===== src/cpu_types_pkg.sv =====
// ========================================
// byte addresses, only word-aligned ones are used
// latency counts extra wait cycles, 0 to 15
// ========================================

package cpu_types_pkg;

  // data word as seen by caches and RAM
  typedef logic [31:0] word_t;

  // byte address, low two bits always zero
  typedef logic [31:0] addr_t;

  // extra RAM wait cycles before an access completes
  typedef logic [3:0] latency_t;

  // RAM handshake state
  // FREE   no request on the RAM port
  // BUSY   request present, latency still counting
  // ACCESS one cycle, read word valid or write taken
  typedef enum logic [1:0]
  {
    FREE,
    BUSY,
    ACCESS
  } ramstate_t;

endpackage


===== src/coherence_pkg.sv =====
// ========================================
// exactly two cores, so a core index is one bit
// ========================================

package coherence_pkg;

  // which of the two cores
  typedef logic core_t;

  // controller states
  // STORE_*  two-word write-back
  // CACHE_*  forward from the snooped cache plus write-back to RAM
  // LOAD_*   two-word load from RAM after a clean snoop
  typedef enum logic [3:0]
  {
    IDLE,
    INSTRUCTION,
    STORE_1,
    STORE_2,
    ARBITRATE,
    SNOOP,
    CACHE_1,
    CACHE_2,
    LOAD_1,
    LOAD_2
  } cc_state_t;

endpackage


===== src/coherence_control.sv =====
// ========================================
// two cores, one operation outstanding; caches hold requests until their wait drops
// an upgrade is a single ccinv cycle in ARBITRATE, the writer drops ccwrite after it
// ========================================

`timescale 1ns/10ps

module coherence_control (
  input  logic                      CLK,
  input  logic                      nRST,
  input  logic                      iREN        [2],
  input  logic                      dREN        [2],
  input  logic                      dWEN        [2],
  input  logic                      ccwrite     [2],
  input  logic                      cctrans     [2],
  input  cpu_types_pkg::addr_t      iaddr       [2],
  input  cpu_types_pkg::addr_t      daddr       [2],
  input  cpu_types_pkg::word_t      dstore      [2],
  input  cpu_types_pkg::ramstate_t  ramstate,
  input  cpu_types_pkg::word_t      ramload,
  output logic                      iwait       [2],
  output logic                      dwait       [2],
  output logic                      ccwait      [2],
  output logic                      ccinv       [2],
  output cpu_types_pkg::word_t      iload       [2],
  output cpu_types_pkg::word_t      dload       [2],
  output cpu_types_pkg::addr_t      ccsnoopaddr [2],
  output cpu_types_pkg::addr_t      ramaddr,
  output cpu_types_pkg::word_t      ramstore,
  output logic                      ramREN,
  output logic                      ramWEN
);

  coherence_pkg::cc_state_t state;
  coherence_pkg::cc_state_t next_state;
  // least recently served core, wins a tie
  coherence_pkg::core_t     lru;
  coherence_pkg::core_t     next_lru;
  // core owning the current operation
  coherence_pkg::core_t     requester;
  coherence_pkg::core_t     next_requester;
  // the other core, target of snoops
  coherence_pkg::core_t     snooped;
  // core chosen among readers / upgrading writers in ARBITRATE
  coherence_pkg::core_t     reader;
  coherence_pkg::core_t     writer;
  logic                     ram_done;

  // tie break: the lru core if it asks, otherwise the other one
  function automatic coherence_pkg::core_t pick_core(
    input logic                 lru_req,
    input coherence_pkg::core_t lru_core
  );
    return lru_req ? lru_core : ~lru_core;
  endfunction

  assign ram_done = (ramstate == cpu_types_pkg::ACCESS);
  assign snooped  = ~requester;
  assign reader   = pick_core(dREN[lru], lru);
  assign writer   = pick_core(ccwrite[lru], lru);

  always_ff @(posedge CLK or negedge nRST)
  begin
    if (!nRST)
    begin
      state     <= coherence_pkg::IDLE;
      lru       <= 1'b0;
      requester <= 1'b0;
    end
    else
    begin
      state     <= next_state;
      lru       <= next_lru;
      requester <= next_requester;
    end
  end

  // next state, owner and lru
  always_comb
  begin
    next_state     = state;
    next_requester = requester;
    next_lru       = lru;

    case (state)
      coherence_pkg::IDLE:
      begin
        // write-backs first, then loads and upgrades, then fetches
        if (dWEN[0] || dWEN[1])
        begin
          next_state     = coherence_pkg::STORE_1;
          next_requester = pick_core(dWEN[lru], lru);
        end
        else if (dREN[0] || dREN[1] || ccwrite[0] || ccwrite[1])
        begin
          next_state = coherence_pkg::ARBITRATE;
        end
        else if (iREN[0] || iREN[1])
        begin
          next_state     = coherence_pkg::INSTRUCTION;
          next_requester = pick_core(iREN[lru], lru);
        end
      end

      coherence_pkg::INSTRUCTION:
      begin
        if (ram_done)
        begin
          next_state = coherence_pkg::IDLE;
          next_lru   = ~requester;
        end
      end

      coherence_pkg::STORE_1:
      begin
        if (ram_done)
        begin
          next_state = coherence_pkg::STORE_2;
        end
      end

      coherence_pkg::STORE_2:
      begin
        if (ram_done)
        begin
          next_state = coherence_pkg::IDLE;
          next_lru   = ~requester;
        end
      end

      coherence_pkg::ARBITRATE:
      begin
        if (dREN[0] || dREN[1])
        begin
          next_state     = coherence_pkg::SNOOP;
          next_requester = reader;
        end
        else
        begin
          // upgrade only, done in this cycle
          next_state = coherence_pkg::IDLE;
          if (ccwrite[0] || ccwrite[1])
          begin
            next_lru = ~writer;
          end
        end
      end

      coherence_pkg::SNOOP:
      begin
        // modified copy in the other cache wins over RAM
        if (cctrans[snooped])
        begin
          next_state = coherence_pkg::CACHE_1;
        end
        else
        begin
          next_state = coherence_pkg::LOAD_1;
        end
      end

      coherence_pkg::CACHE_1:
      begin
        if (ram_done)
        begin
          next_state = coherence_pkg::CACHE_2;
        end
      end

      coherence_pkg::LOAD_1:
      begin
        if (ram_done)
        begin
          next_state = coherence_pkg::LOAD_2;
        end
      end

      coherence_pkg::CACHE_2,
      coherence_pkg::LOAD_2:
      begin
        if (ram_done)
        begin
          next_state = coherence_pkg::IDLE;
          next_lru   = ~requester;
        end
      end

      default:
      begin
        next_state = coherence_pkg::IDLE;
      end
    endcase
  end

  // cache and RAM side outputs
  always_comb
  begin
    iwait       = '{default: 1'b1};
    dwait       = '{default: 1'b1};
    ccwait      = '{default: 1'b0};
    ccinv       = '{default: 1'b0};
    iload       = '{default: '0};
    dload       = '{default: '0};
    ccsnoopaddr = '{default: '0};
    ramaddr     = '0;
    ramstore    = '0;
    ramREN      = 1'b0;
    ramWEN      = 1'b0;

    case (state)
      coherence_pkg::INSTRUCTION:
      begin
        ramREN           = 1'b1;
        ramaddr          = iaddr[requester];
        iload[requester] = ramload;
        iwait[requester] = !ram_done;
      end

      coherence_pkg::STORE_1,
      coherence_pkg::STORE_2:
      begin
        // cache moves to its second word after the first dwait low
        ramWEN           = 1'b1;
        ramaddr          = daddr[requester];
        ramstore         = dstore[requester];
        dwait[requester] = !ram_done;
      end

      coherence_pkg::ARBITRATE:
      begin
        if (dREN[0] || dREN[1])
        begin
          // hold the other cache ahead of the snoop
          ccwait[~reader]      = 1'b1;
          ccsnoopaddr[~reader] = daddr[reader];
        end
        else if (ccwrite[0] || ccwrite[1])
        begin
          // write hit on shared, drop the other copy
          ccinv[~writer]       = 1'b1;
          ccsnoopaddr[~writer] = daddr[writer];
        end
      end

      coherence_pkg::SNOOP:
      begin
        ccwait[snooped]      = 1'b1;
        ccsnoopaddr[snooped] = daddr[requester];
      end

      coherence_pkg::CACHE_1,
      coherence_pkg::CACHE_2:
      begin
        ccwait[snooped]      = 1'b1;
        ccsnoopaddr[snooped] = daddr[requester];
        // requester wants to write, so the owner gives up the block
        ccinv[snooped]       = ccwrite[requester];
        dload[requester]     = dstore[snooped];
        // both words go to the requester's address
        ramWEN               = 1'b1;
        ramaddr              = daddr[requester];
        ramstore             = dstore[snooped];
        dwait[requester]     = !ram_done;
        dwait[snooped]       = !ram_done;
      end

      coherence_pkg::LOAD_1,
      coherence_pkg::LOAD_2:
      begin
        ccwait[snooped]      = 1'b1;
        ccsnoopaddr[snooped] = daddr[requester];
        ramREN               = 1'b1;
        ramaddr              = daddr[requester];
        dload[requester]     = ramload;
        dwait[requester]     = !ram_done;
      end

      default:
      begin
        // idle, defaults hold
      end
    endcase
  end

endmodule


===== config.mk =====
export PLATFORM = sky130hd
export DESIGN_NAME = coherence_control
export DESIGN_NICKNAME = d
export VERILOG_FILES = /design/src/cpu_types_pkg.sv /design/src/coherence_pkg.sv /design/src/coherence_control.sv
export SDC_FILE = /design/constraint.sdc
export NUM_CORES = 1
export LEC_CHECK = 0
export BUFFER_PORTS_ARGS = -buffer_cell sky130_fd_sc_hd__buf_2
export CAP_MARGIN = 20
export CORE_AREA = 2 2 193 195
export DETAILED_ROUTE_END_ITERATION = 12
export DIE_AREA = 0 0 195 197
export PLACE_DENSITY_LB_ADDON = 0.08
export REMOVE_ABC_BUFFERS = 1
export SYNTH_ARGS = -nofsm -noshare
export SYNTH_HDL_FRONTEND = slang
export SYNTH_SLANG_ARGS = --single-unit
export TNS_END_PERCENT = 100

===== constraint.sdc =====
create_clock -name CLK -period 2.2 [get_ports CLK]
set_clock_uncertainty 0.1 [all_clocks]
set_input_delay 0.22 -clock CLK [delete_from_list [all_inputs] [get_ports CLK]]
set_output_delay 0.22 -clock CLK [all_outputs]
set_load 0.1 [all_outputs]

[Yosys cells after proc, flatten, opt, wreduce, memory -nomap -nowiden]
Index checks and enable logic that the tools add are counted.
Word-level totals
  bits in registers: 6
  word-level logic and storage cells: 171
Operators by class
  $lt $le $gt $ge: 11
  equal/unequal tests: 20
  muxes and demuxes: 92
  bitwise logic cells: 19
  reductions and logical operators: 26
Operator list (number)
  $mux W32: 22
  $and A64 B64 Y64: 5
  $pmux W64 S2: 2
  $mux W64: 3
  $demux W32 S1: 4
  $pmux W32 S2: 2
  $mux W1: 35
  $mux W4: 8
  $pmux W4 S7: 1
  $eq A4 B3 Y1 const B: 4
  $ge A2 B2 Y1 const B: 7
  $not A1 Y2: 7
  $ne A2 B2 Y1 const B: 6
  $pmux W2 S2: 3
  $reduce_or A4 Y1: 3
  $eq A4 B2 Y1 const B: 2
  $eq A4 B4 Y1 const B: 2
  $lt A2 B1 Y1 const B: 4
  $mux W2: 4
  $reduce_and A4 Y1: 2
  $logic_or A1 B1 Y1: 6
  $ne A3 B3 Y1 const B: 2
  $reduce_or A2 Y1: 3
  $reduce_or A6 Y1: 1
  19 further kinds: 30

[Depth between registers and ports, before layout]
Gate-level depths: netlist (run 1).
  word-level depth: 15
  gate-level depth with buffers: 8
  gate-level depth less buffers: 5

[Worst setup path before layout (run 1)]
No wires, ideal clock.
  path kind: register to output
  start point: reg requester
  end point: out ccwait[0] (netlist name)
  arrival: 3.200 ns
  required time: 1.880 ns
  slack: -1.320 ns
  stages on the path, launching flop included: 5
  path through: dfrtp_1 > buf_2 > buf_2 > buf_1 > o21ai_0
RTL lines
  start: declaration: RTL line coherence_control.sv:40  | coherence_pkg::core_t requester;
  start signal: assignment: RTL line coherence_control.sv:74  | requester <= next_requester;
  end: declaration: RTL line coherence_control.sv:23  | output logic ccwait [2],

==> results of run 1 <==
## flip-flops by register name, indices dropped and copies added (netlist names)
name       cells
state          4
lru            1
requester      1
## cell type report
class	instances	area [µm²]	area share
diodes	9	22.5	0.00163
well taps	468	586	0.0425
clock buffers	4	78.8	0.00572
flip-flops and latches	6	155	0.0113
inverters	5	21.3	0.00154
repair buffers	610	8200	0.595
multi-input cells	474	4720	0.342
## metrics by stage
step / cell area, µm² / hold WS [ns] / setup TNS, ns / std cells / setup slack, ns
after floorplan: 3380 / -0.176 / -644.93 / 484 / -3.32
after global placement: 11100 / -0.0354 / -15.56 / 1506 / -0.290
after detailed placement: 11100 / -0.0381 / -13.63 / 1506 / -0.276
after CTS: 12200 / 0.249 / -27.46 / 1537 / -0.242
after global routing: 13800 / 0.280 / -37.39 / 1572 / -0.307
final: 13800 / 0.254 / -25.68 / 1576 / -0.266
## cells by family after synthesis
group | share of synthesized area
AO/OA/AOI/OAI | 0.339
flip-flops | 0.0417
XOR/XNOR | 0.00486
multiplexers | 0.183
AND/OR/NAND/NOR | 0.364
buffers and inverters | 0.0670
## repair_timing
| item | in CTS | in global routing |
|---|---|---|
| gates cloned | 9 | 19 |
| setup endpoints to repair | 245 | 267 |
| gates resized for setup | 173 | 192 |
| hold buffers | 1 | 0 |
| setup buffers | 18 | 12 |
| hold endpoints to repair | 6 | 0 |
| pin swaps | 46 | 79 |
## worst paths after layout
path | endpoint | slack [ns]
setup reg to reg | state[0]$_DFFE_PN0P_ | -0.01
max in group asynchronous | requester$_DFFE_PN0P_ | 1.57
setup / recovery | ccsnoopaddr[23] | -0.27
hold reg to reg | state[3]$_DFFE_PN0P_ | 0.57
min in group CLK | state[3]$_DFFE_PN0P_ | 0.32
hold / removal | lru$_DFFE_PN0P_ | 0.25
## synth_stat cells (2+ instances only)
master	number	share of area
a21boi_0	2	0.0042
a21oi_1	36	0.050
a22o_1	64	0.16
and2_1	131	0.23
buf_1	5	0.0052
buf_2	4	0.0056
clkbuf_1	49	0.051
dfrtp_1	6	0.042
inv_1	4	0.0042
mux2i_1	66	0.18
nand2_1	73	0.076
nand2b_1	4	0.0069
nand3_1	2	0.0028
nor2_1	9	0.0094
nor2b_1	4	0.0069
nor3b_1	3	0.0063
o21a_1	4	0.0083
o21ai_0	8	0.011
o21ba_2	2	0.0056
o21bai_1	2	0.0042
o22ai_1	35	0.061
o2bb2ai_1	4	0.0097
or2b_1	2	0.0042
## metal layers
layer,track usage,up-vias,wire length (µm)
met2,0.363,366,22900
met1,0.176,3159,13800
met3,0.0582,54,3160
met5,0,-,43
li1,-,3097,-
met4,0.0608,6,1260
## worst max-delay path: stages, from the launching register on
cell and delay (ns):
dfrtp_1 0.38, or4b_4 0.59, a21oi_4 0.16, o2bb2ai_4 0.14
buf_12 0.15, clkbuf_16 0.16, and2_4 0.15, buf_12 0.17
==> summary.md, run 1 <==
| Metric | Value |
|---|---|
| Status | `complete, but fails checks` |
| Failing checks | `negative setup slack` |
| Synth Warn # | `0` |
| Fillcell total | `roughly 3,600` |
| Hold WC Path Type | `input port to async pin` |
| Startpoint Class | `flip-flop` |
| Commonest non-fill, non-tap cell in the layout | `buf_12` |
| CP max FO | `8` |
| GRT Total Usage | `0.183` |
| Predominant post-synthesis flop cell | `dfrtp_1` |
| CTS clock-pin slew for the worst setup and hold paths | `~0.04 ns` |
| Crit path DAT | `2.15 ns` |
| Period utilisation layout | `1.12` |
| Routed via count | `between 6,000 and 7,000` |
| Wire per inst | `~26 µm` |
| Die Area | `38,400 µm²` |
| Slew headroom | `0.368` |
| Setup ws final | `-0.266 ns` |
| Ports | `504` |
| Type of the worst setup path | `flip-flop to primary output` |
| CORE AREA | `between 30,000 and 40,000 µm²` |
| Num rows | `70` |
| Post-synth EDFFs | `0` |
| Final setup viols | `approximately 210` |
| Largest net degree at the start of global routing | `47` |
| Async SR Flop Fraction | `1.00` |
| Worst slew pin tran | `0.945 ns` |
| Synth Cell Area | `between 3000 and 4000 µm²` |
| Max cap viols | `0` |
| Unique masters post-synth | `46` |
| Initial core utilization | `0.0993` |
| RSZ-0062 raised after global routing | `yes` |
| Nets | `1,338` |
| Die W | `195 µm` |
| Worst-Skew Late Latency | `0.23 ns` |
| Via count of the first global-routing pass | `between 6,000 and 7,000` |
| First-pass GRT wire length | `51,100 µm` |
| Syn Area/Cell | `approximately 6.6 µm²` |
| Final ANT Viol Nets | `0` |
| DRT Pass-1 Iters | `6` |
| Crit path time final | `2.47 ns` |
| Setup crit start | `state[0]$_DFFE_PN0P_` |
| Final hold vios | `0` |
| CTS tree | `built` |
| Number of buffers added on ports | `503` |
| Fin util | `0.380` |
| DR DRC count | `0` |
| CP required | `1.88 ns` |
| Hpwl dp | `approximately 30,000 µm` |
| Worst R2R Path Depth | `6` |
| Commonest cells after routing, fill and taps aside | `buf_12 (290), buf_2 (238), and2_4 (129), nand2_1 (67), mux2i_1 (62)` |
| Area growth from synthesis to layout | `283%` |
| H-tree levels | `1` |
| Final-report max-slew violation count | `0` |
| Routed vias/inst | `4.24` |
| Routability cong. | `0.802` |
| Yosys reg bits | `6` |
| CTS buffer count | `3` |
| Routed WL | `41,200 µm` |
| Initial antenna violation count | `18` |
| Post-synthesis sequential area ratio | `0.0417` |
| RR Startpoint | `state[0]$_DFFE_PN0P_` |
| DIE HEIGHT | `slightly below 200 µm` |
| FMAX | `0.405 GHz` |
| Worst Setup End Kind | `primary output` |
| Max clock buf depth | `2` |
| Share of cells above drive strength 1 | `0.812` |
| Sink Count | `6` |
| Initial DRC Count | `215` |
| Cells after Synth | `542` |
| Grt ovf | `0` |
| Clock Tree Root | `clkbuf_16` |
Power of run 1 is left out: the tool's default activity adds up to more than one toggle a clock period on the data nets, which glitch-free logic cannot reach.
==> inputs of run 2 (changes only) <==
- ABC_AREA: default -> 1
- CORE_AREA: 2 2 193 195 -> 2 2 194 196
- DIE_AREA: 0 0 195 197 -> 0 0 196 198
==> run 2 against run 1 <==
  * The flow still finishes with violations (negative setup slack)
  * Utilization decreased by 0.18 points
  * Critical path depth is 2 higher
  * Count of clock-buffer cells in the layout unchanged
  * First-iteration DRC count up 50%
  * Final area grew 1.4%
  * Maximum frequency grew 8.8%
  * Sequential cell count did not move
  * Die area up 1.0%
  * Sequential share of layout area is essentially flat
  * Via count increased by 24%
  * Critical path type unchanged
  * Largest cell class unchanged
==> summary.md, run 2 <==
| Metric | Value |
|---|---|
| CTS buffer count | `3` |
| DIE HEIGHT | `between 150 and 200 µm` |
| Ports | `504` |
| Final setup viols | `58` |
| List of most frequent post-synthesis cells | `nand2_1 (352), inv_1 (114), o31ai_1 (51)` |
| Hpwl dp | `approximately 29,000 µm` |
| Final hold vios | `0` |
| Final-report max-slew violation count | `0` |
| Met3 GRT Util | `0.0497` |
| Worst slew pin tran | `0.498 ns` |
| Syn Area/Cell | `5.18 µm²` |
| Setup ws final | `-0.0668 ns` |
| FMAX | `~0.44 GHz` |
| Max clock buf depth | `2` |
| Simple-gate portion of the synthesized area | `0.480` |
| Commonest cells after routing, fill and taps aside | `nand2_1 (331), buf_12 (271), buf_2 (240), inv_1 (88), buf_4 (59)` |
| Via count of the first global-routing pass | `7,995` |
| Largest area contributor in the netlist | `nand2_1` |
| RSZ-0062 raised after global routing | `yes` |
| Failing checks | `negative setup slack` |
| H-tree levels | `1` |
| Routed WL | `40,500 µm` |
| Grt ovf | `0` |
| Largest net degree at the start of global routing | `82` |
| Wire per inst | `21.2 µm` |
| Crit path time final | `about 2.3 ns` |
| Routed vias/inst | `4.35` |
| Initial DRC Count | `322` |
| CORE AREA | `37,000 µm²` |
| Status | `complete, but fails checks` |
| Number of buffers added on ports | `503` |
| Post-synthesis xor/xnor area fraction | `0` |
| Mux share of post-synthesis cell area | `0` |
| First-pass GRT wire length | `53,100 µm` |
| Largest regs | `state x4, lru x1, requester x1` |
| CP max FO | `16` |
| Routability cong. | `~0.84` |
| Setup slack after placement | `0.0842 ns` |
| Nets | `1,672` |
| Synth top area share | `0.284` |
| Synth area leaders | `nand2_1 (28%), nor3_2 (11%), inv_1 (9.2%), o31ai_1 (8.2%), a22o_1 (6.0%)` |
| Commonest non-fill, non-tap cell in the layout | `nand2_1` |
| Worst-Skew Late Latency | `0.23 ns` |
| Max cap viols | `0` |
| Type of the worst setup path | `flip-flop to primary output` |
| CTS tree | `built` |
| Largest family of logic cells by synthesized area | `simple AND/OR/NAND/NOR gates` |
| Fillcell total | `between 3,000 and 4,000` |
| Fin cells | `between 1,500 and 2,000` |
| Synth Cell Area | `4650 µm²` |
| GRT Total Usage | `0.180` |
| Num rows | `71` |
| Synth Warn # | `0` |
| Die W | `196 µm` |
| Area growth from synthesis to layout | `201%` |
| DRT Pass-1 Iters | `5` |
| Synthesized-area fraction occupied by adder cells | `0` |
| Clock Tree Root | `clkbuf_16` |
| Biggest register | `state` |
| GR Layer Usage met1 | `0.206` |
| PwrDens | `1710 nW/µm²` |
| Cells after Synth | `897` |
| Post-synth EDFFs | `0` |
| CTS clock-pin slew for the worst setup and hold paths | `0.04 ns` |
| Post-route setup TNS | `-1.84 ns` |
| Share of cells above drive strength 1 | `0.588` |
| Static Leak | `6.59 nW` |
| Sink Count | `6` |
| Routed via count | `8,313` |
| DR DRC count | `0` |
| Crit path DAT | `1.95 ns` |
| Initial core utilization | `0.126` |
| Peak VDD IR | `0.934 mV` |
| Unique masters post-synth | `31` |
| FF-to-FF setup slack | `0.42 ns` |
| Post-placement cell count | `between 1,500 and 2,000` |
| Final ANT Viol Nets | `0` |
| Worst Setup End Kind | `primary output` |
| GR peak layer | `met2` |
| Max FFs per register | `4` |
| Period utilisation layout | `1.03` |
| Slew headroom | `0.670` |
| Compound-Gate Fraction of Synth Area | `0.297` |
| Yosys reg bits | `6` |
| Initial antenna violation count | `10` |
| Cell with the most instances after synthesis | `nand2_1` |
| CP required | `1.88 ns` |
| Async SR Flop Fraction | `1.00` |
| Met2 usage | `0.334` |
| Die Area | `38,800 µm²` |
| Post-synthesis sequential area ratio | `0.0323` |
| Hold WC Path Type | `input port to async pin` |
| Startpoint Class | `flip-flop` |
| Worst R2R Path Depth | `9` |
| Predominant post-synthesis flop cell | `dfrtp_1` |
run 2: cell types whose count changed after synthesis, moves of 29 or more:
cell      change
and2_1      -131
buf_2        +41
o21ai_0      +38
mux2i_1      -66
o22ai_1      -31
nand2_1     +279
a22o_1       -32
nor3_2       +50
o31ai_1      +51
inv_1       +110
nand3_1      +29
clkbuf_1     -33
run 2: repair_timing:
item | CTS | global route
resized for setup | 103 | 189
pin swaps | 4 | 13
endpoints found under the setup margin | 178 | 212
endpoints found under the hold margin | 6 | 0
cloned | 4 | 14
buffers inserted | 14 | 20
hold buffers | 1 | 0
run 2: final timing paths:
check,start,end
max,state[1]$_DFFE_PN0P_,ccsnoopaddr[25]
min,nRST,state[2]$_DFFE_PN0P_
max reg2reg,requester$_DFFE_PN0P_,state[1]$_DFFE_PN0P_
min reg2reg,lru$_DFFE_PN0P_,lru$_DFFE_PN0P_
max in group asynchronous,nRST,requester$_DFFE_PN0P_
min in group CLK,dREN[1],requester$_DFFE_PN0P_
run 2: logic make-up (layout without fill, tap and decap cells):
kind of cell,after synthesis,after routing
buffers and inverters,203,739
other,0,4
flip-flops,6,6
AND/OR/NAND/NOR,482,482
AO/OA/AOI/OAI,206,206
run 2: routing by layer:
layer	vias up	part of all wire
met1	3854	0.38
met3	38	0.080
met5	-	0.0013
met2	370	0.52
met4	8	0.019
li1	4043	-
run 2: through the flow:
| step | hold slack [ns] | util | cell area, µm² | total power [mW] |
|---|---|---|---|---|
| final | 0.254 | 0.378 | 14000 | 23.8 |
| after global routing | 0.277 | 0.378 | 14000 | 24.7 |
| after CTS | 0.267 | 0.339 | 12500 | 22.4 |
| after detailed placement | -0.0406 | 0.322 | 11900 | 21.3 |
| after global placement | -0.0385 | 0.322 | 11900 | 21.3 |
| after floorplan | -0.176 | - | 4250 | 12.0 |
run 2: power by group:
part / total (mW) / switching, mW / internal, mW
registers: 0.264 / 0.0948 / 0.169
clock network: 0.308 / 0.0667 / 0.241
logic: 23.3 / 15.5 / 7.82
total: 23.8 / 15.6 / 8.23
run 2: critical path, cell delays in order, from the launching register on:
cell	delay, ns
dfrtp_1	0.39
inv_2	0.13
nand2_2	0.09
nor2_4	0.17
buf_4	0.15
o21ai_4	0.07
clkbuf_16	0.22
a21oi_4	0.15
buf_6	0.13
buf_12	0.16
run 2: final cells by class:
| cell class | count | area [µm²] | share of cell area |
|---|---|---|---|
| Tap cell | 474 | 593 | 0.0424 |
| Inverter | 129 | 529 | 0.0379 |
| Clock buffer | 4 | 78.8 | 0.00564 |
| Antenna cell | 4 | 10.0 | 0.000716 |
| Timing Repair Buffer | 606 | 7890 | 0.564 |
| Sequential cell | 6 | 158 | 0.0113 |
| Multi-Input combinational cell | 688 | 4720 | 0.338 |
Note: power is estimated with default switching activity, not from simulation.
==> inputs of run 3 (changes only) <==
- PLACE_DENSITY_LB_ADDON: 0.08 -> default
==> run 3 against run 2 <==
  * Final area down 1.2%
  * Maximum frequency is 1.8% lower
  * Sequential power is 4% higher
  * Critical path depth rose by 1
  * Combinational power hardly changed
  * Final cell count fell by 1.2%
  * Sequential share of layout area barely moved
  * The run still ends with negative setup slack left
  * Critical endpoint is now ccsnoopaddr[49]
  * Via count grew 4.5%
  * Setup slack worse by 0.041 ns
  * Sequential cell count unchanged
  * Register-to-register slack about the same
  * Highest routed layer unchanged
  * Wire length down 2.7%
==> summary.md, run 3 (same netlist as run 2, synthesis figures left out) <==
| Metric | Value |
|---|---|
| PwrDens | `1710 nW/µm²` |
| Share of cells above drive strength 1 | `0.610` |
| Hpwl dp | `29,000 µm` |
| Largest regs | `state x4, lru x1, requester x1` |
| Final-report max-slew violation count | `0` |
| Crit path time final | `2.31 ns` |
| Clock share of power | `0.013` |
| Max clock buf depth | `2` |
| H-tree levels | `1` |
| GRT Total Usage | `0.174` |
| Internal | `a little over 8 mW` |
| Clock Tree Root | `clkbuf_16` |
| Max cap viols | `0` |
| Failing checks | `negative setup slack` |
| Worst-Skew Late Latency | `0.23 ns` |
| Post-route setup TNS | `-3.88 ns` |
| Setup ws final | `-0.108 ns` |
| Commonest cells after routing, fill and taps aside | `nand2_1 (317), buf_12 (276), buf_2 (238), inv_1 (88), nor3_2 (52)` |
| Max FFs per register | `4` |
| Die Area | `38,800 µm²` |
| Initial antenna violation count | `6` |
| Routability cong. | `0.884` |
| FMAX | `0.433 GHz` |
| DIE HEIGHT | `198 µm` |
| Die W | `196 µm` |
| Most frequent cell on the critical path | `buf_12` |
| Biggest register | `state` |
| Wire per inst | `20.9 µm` |
| Crit path DAT | `1.99 ns` |
| Ports | `504` |
| DR DRC count | `0` |
| Period utilisation layout | `1.05` |
| CP max FO | `8` |
| CTS tree | `built` |
| Routed via count | `8,688` |
| Area growth from synthesis to layout | `197%` |
| CORE AREA | `37,000 µm²` |
| Grt ovf | `0` |
| Cell Chain, Critical Path | `inv_4 -> nand2_4 -> nor2_4 -> nand4_1 -> nand3_4 -> buf_6 -> buf_12 -> nand2_2 -> inv_2 -> buf_12` |
| Final hold vios | `0` |
| Number of buffers added on ports | `slightly above 500` |
| First-pass GRT wire length | `52,400 µm` |
| Worst slew pin tran | `between 0.5 and 0.6 ns` |
| Comb pwr share | `0.975` |
| Startpoint Class | `flip-flop` |
| Static Leak | `roughly 6.5 nW` |
| Top Family by Delay on Critical Path | `simple AND/OR/NAND/NOR gates` |
| Crit path largest cell delay | `0.44 ns` |
| Initial core utilization | `0.126` |
| Commonest non-fill, non-tap cell in the layout | `nand2_1` |
| Sw frac | `0.659` |
| CTS clock-pin slew for the worst setup and hold paths | `0.04 ns` |
| Num rows | `slightly above 70` |
| Bufs and invs on worst path | `5` |
| RSZ-0062 raised after global routing | `yes` |
| Slew headroom | `0.659` |
| Nets | `1,650` |
| Routed vias/inst | `roughly 4.6` |
| Type of the worst setup path | `flip-flop to primary output` |
| Net Sw Power | `15.5 mW` |
| Largest net degree at the start of global routing | `87` |
| DRT Pass-1 Iters | `5` |
| CP max stage cell | `dfrtp_2` |
| CTS buffer count | `3` |
| CP required | `1.88 ns` |
| Peak VDD IR | `1.01 mV` |
| Initial DRC Count | `~380` |
| Hold WC Path Type | `input port to async pin` |
| Sequential Power Share | `0.012` |
| Worst Setup End Kind | `primary output` |
| Fillcell total | `between 3,000 and 4,000` |
| Routed WL | `~40,000 µm` |
| Total power | `23.6 mW` |
| Via count of the first global-routing pass | `8,575` |
| Final ANT Viol Nets | `0` |
| Sink Count | `6` |
| Status | `complete, but fails checks` |
| Final setup viols | `approximately 110` |
==> run 3: worst reg2reg max path: stages, from the launching register on <==
cell	delay, ns
dfrtp_4	0.54
buf_12	0.15
bufbuf_16	0.30
nand2_1	0.07
nand2_1	0.10
a21oi_1	0.18
o21ai_0	0.10
nand2_1	0.08
nand2_1	0.05
==> run 3: metal layers <==
metal / wire [µm] / GRT usage / up-vias
met3: 2890 / 0.0319 / 81
li1: - / - / 3987
met1: 15100 / 0.205 / 4111
met2: 20100 / 0.321 / 503
met5: 28 / 0 / -
met4: 1280 / 0.0460 / 6
==> run 3: stage by stage <==
stage | hold slack, ns | util | instance area (µm²) | std cells | setup WS [ns]
after floorplan | -0.176 | - | 4250 | 823 | -6.28
after global routing | 0.284 | 0.374 | 13800 | 1887 | -0.215
after global placement | -0.0449 | 0.321 | 11800 | 1845 | 0.0989
after CTS | 0.259 | 0.342 | 12600 | 1862 | -0.0957
final | 0.260 | 0.374 | 13800 | 1888 | -0.108
after detailed placement | -0.0423 | 0.321 | 11800 | 1845 | 0.0782
==> run 3: timing repair <==
item,4_1_cts,5_1_grt
endpoints found under the setup margin,169,219
cloned,4,13
endpoints found under the hold margin,6,0
buffers inserted,8,12
pin swaps,2,13
gates resized for setup,106,183
hold buffers,1,0
==> run 3: path summary, 6_finish.rpt <==
check / start / to / slack (ns) / cells after the start
worst max-delay path: state[1]$_DFFE_PN0P_ / ccsnoopaddr[49] / -0.11 / 10
worst min-delay path: nRST / requester$_DFFE_PN0P_ / 0.26 / 2
worst max register to register: requester$_DFFE_PN0P_ / state[1]$_DFFE_PN0P_ / 0.41 / 8
worst min register to register: state[3]$_DFFE_PN0P_ / state[3]$_DFFE_PN0P_ / 0.48 / 2
max in group asynchronous: nRST / requester$_DFFE_PN0P_ / 1.57 / 2
min in group CLK: dREN[1] / requester$_DFFE_PN0P_ / 0.31 / 6
==> run 3: power groups by stage <==
stage / Combinational, mW / Sequential, mW / Clock [mW]
floorplan: 11.6 / 0.456 / 0
detailed placement: 20.8 / 0.246 / 0
CTS: 21.6 / 0.259 / 0.306
finish: 23.0 / 0.275 / 0.305
global placement: 20.7 / 0.244 / 0
global route: 23.7 / 0.286 / 0.318
==> run 3: layout make-up <==
| type | count | area (µm²) | share of cell area |
|---|---|---|---|
| multi-input cells | 688 | 4790 | 0.347 |
| repair buffers | 584 | 7660 | 0.555 |
| flip-flops and latches | 6 | 159 | 0.0115 |
| inverters | 129 | 517 | 0.0374 |
| diodes | 3 | 7.51 | 0.000544 |
| clock buffers | 4 | 78.8 | 0.00571 |
| well taps | 474 | 593 | 0.0430 |
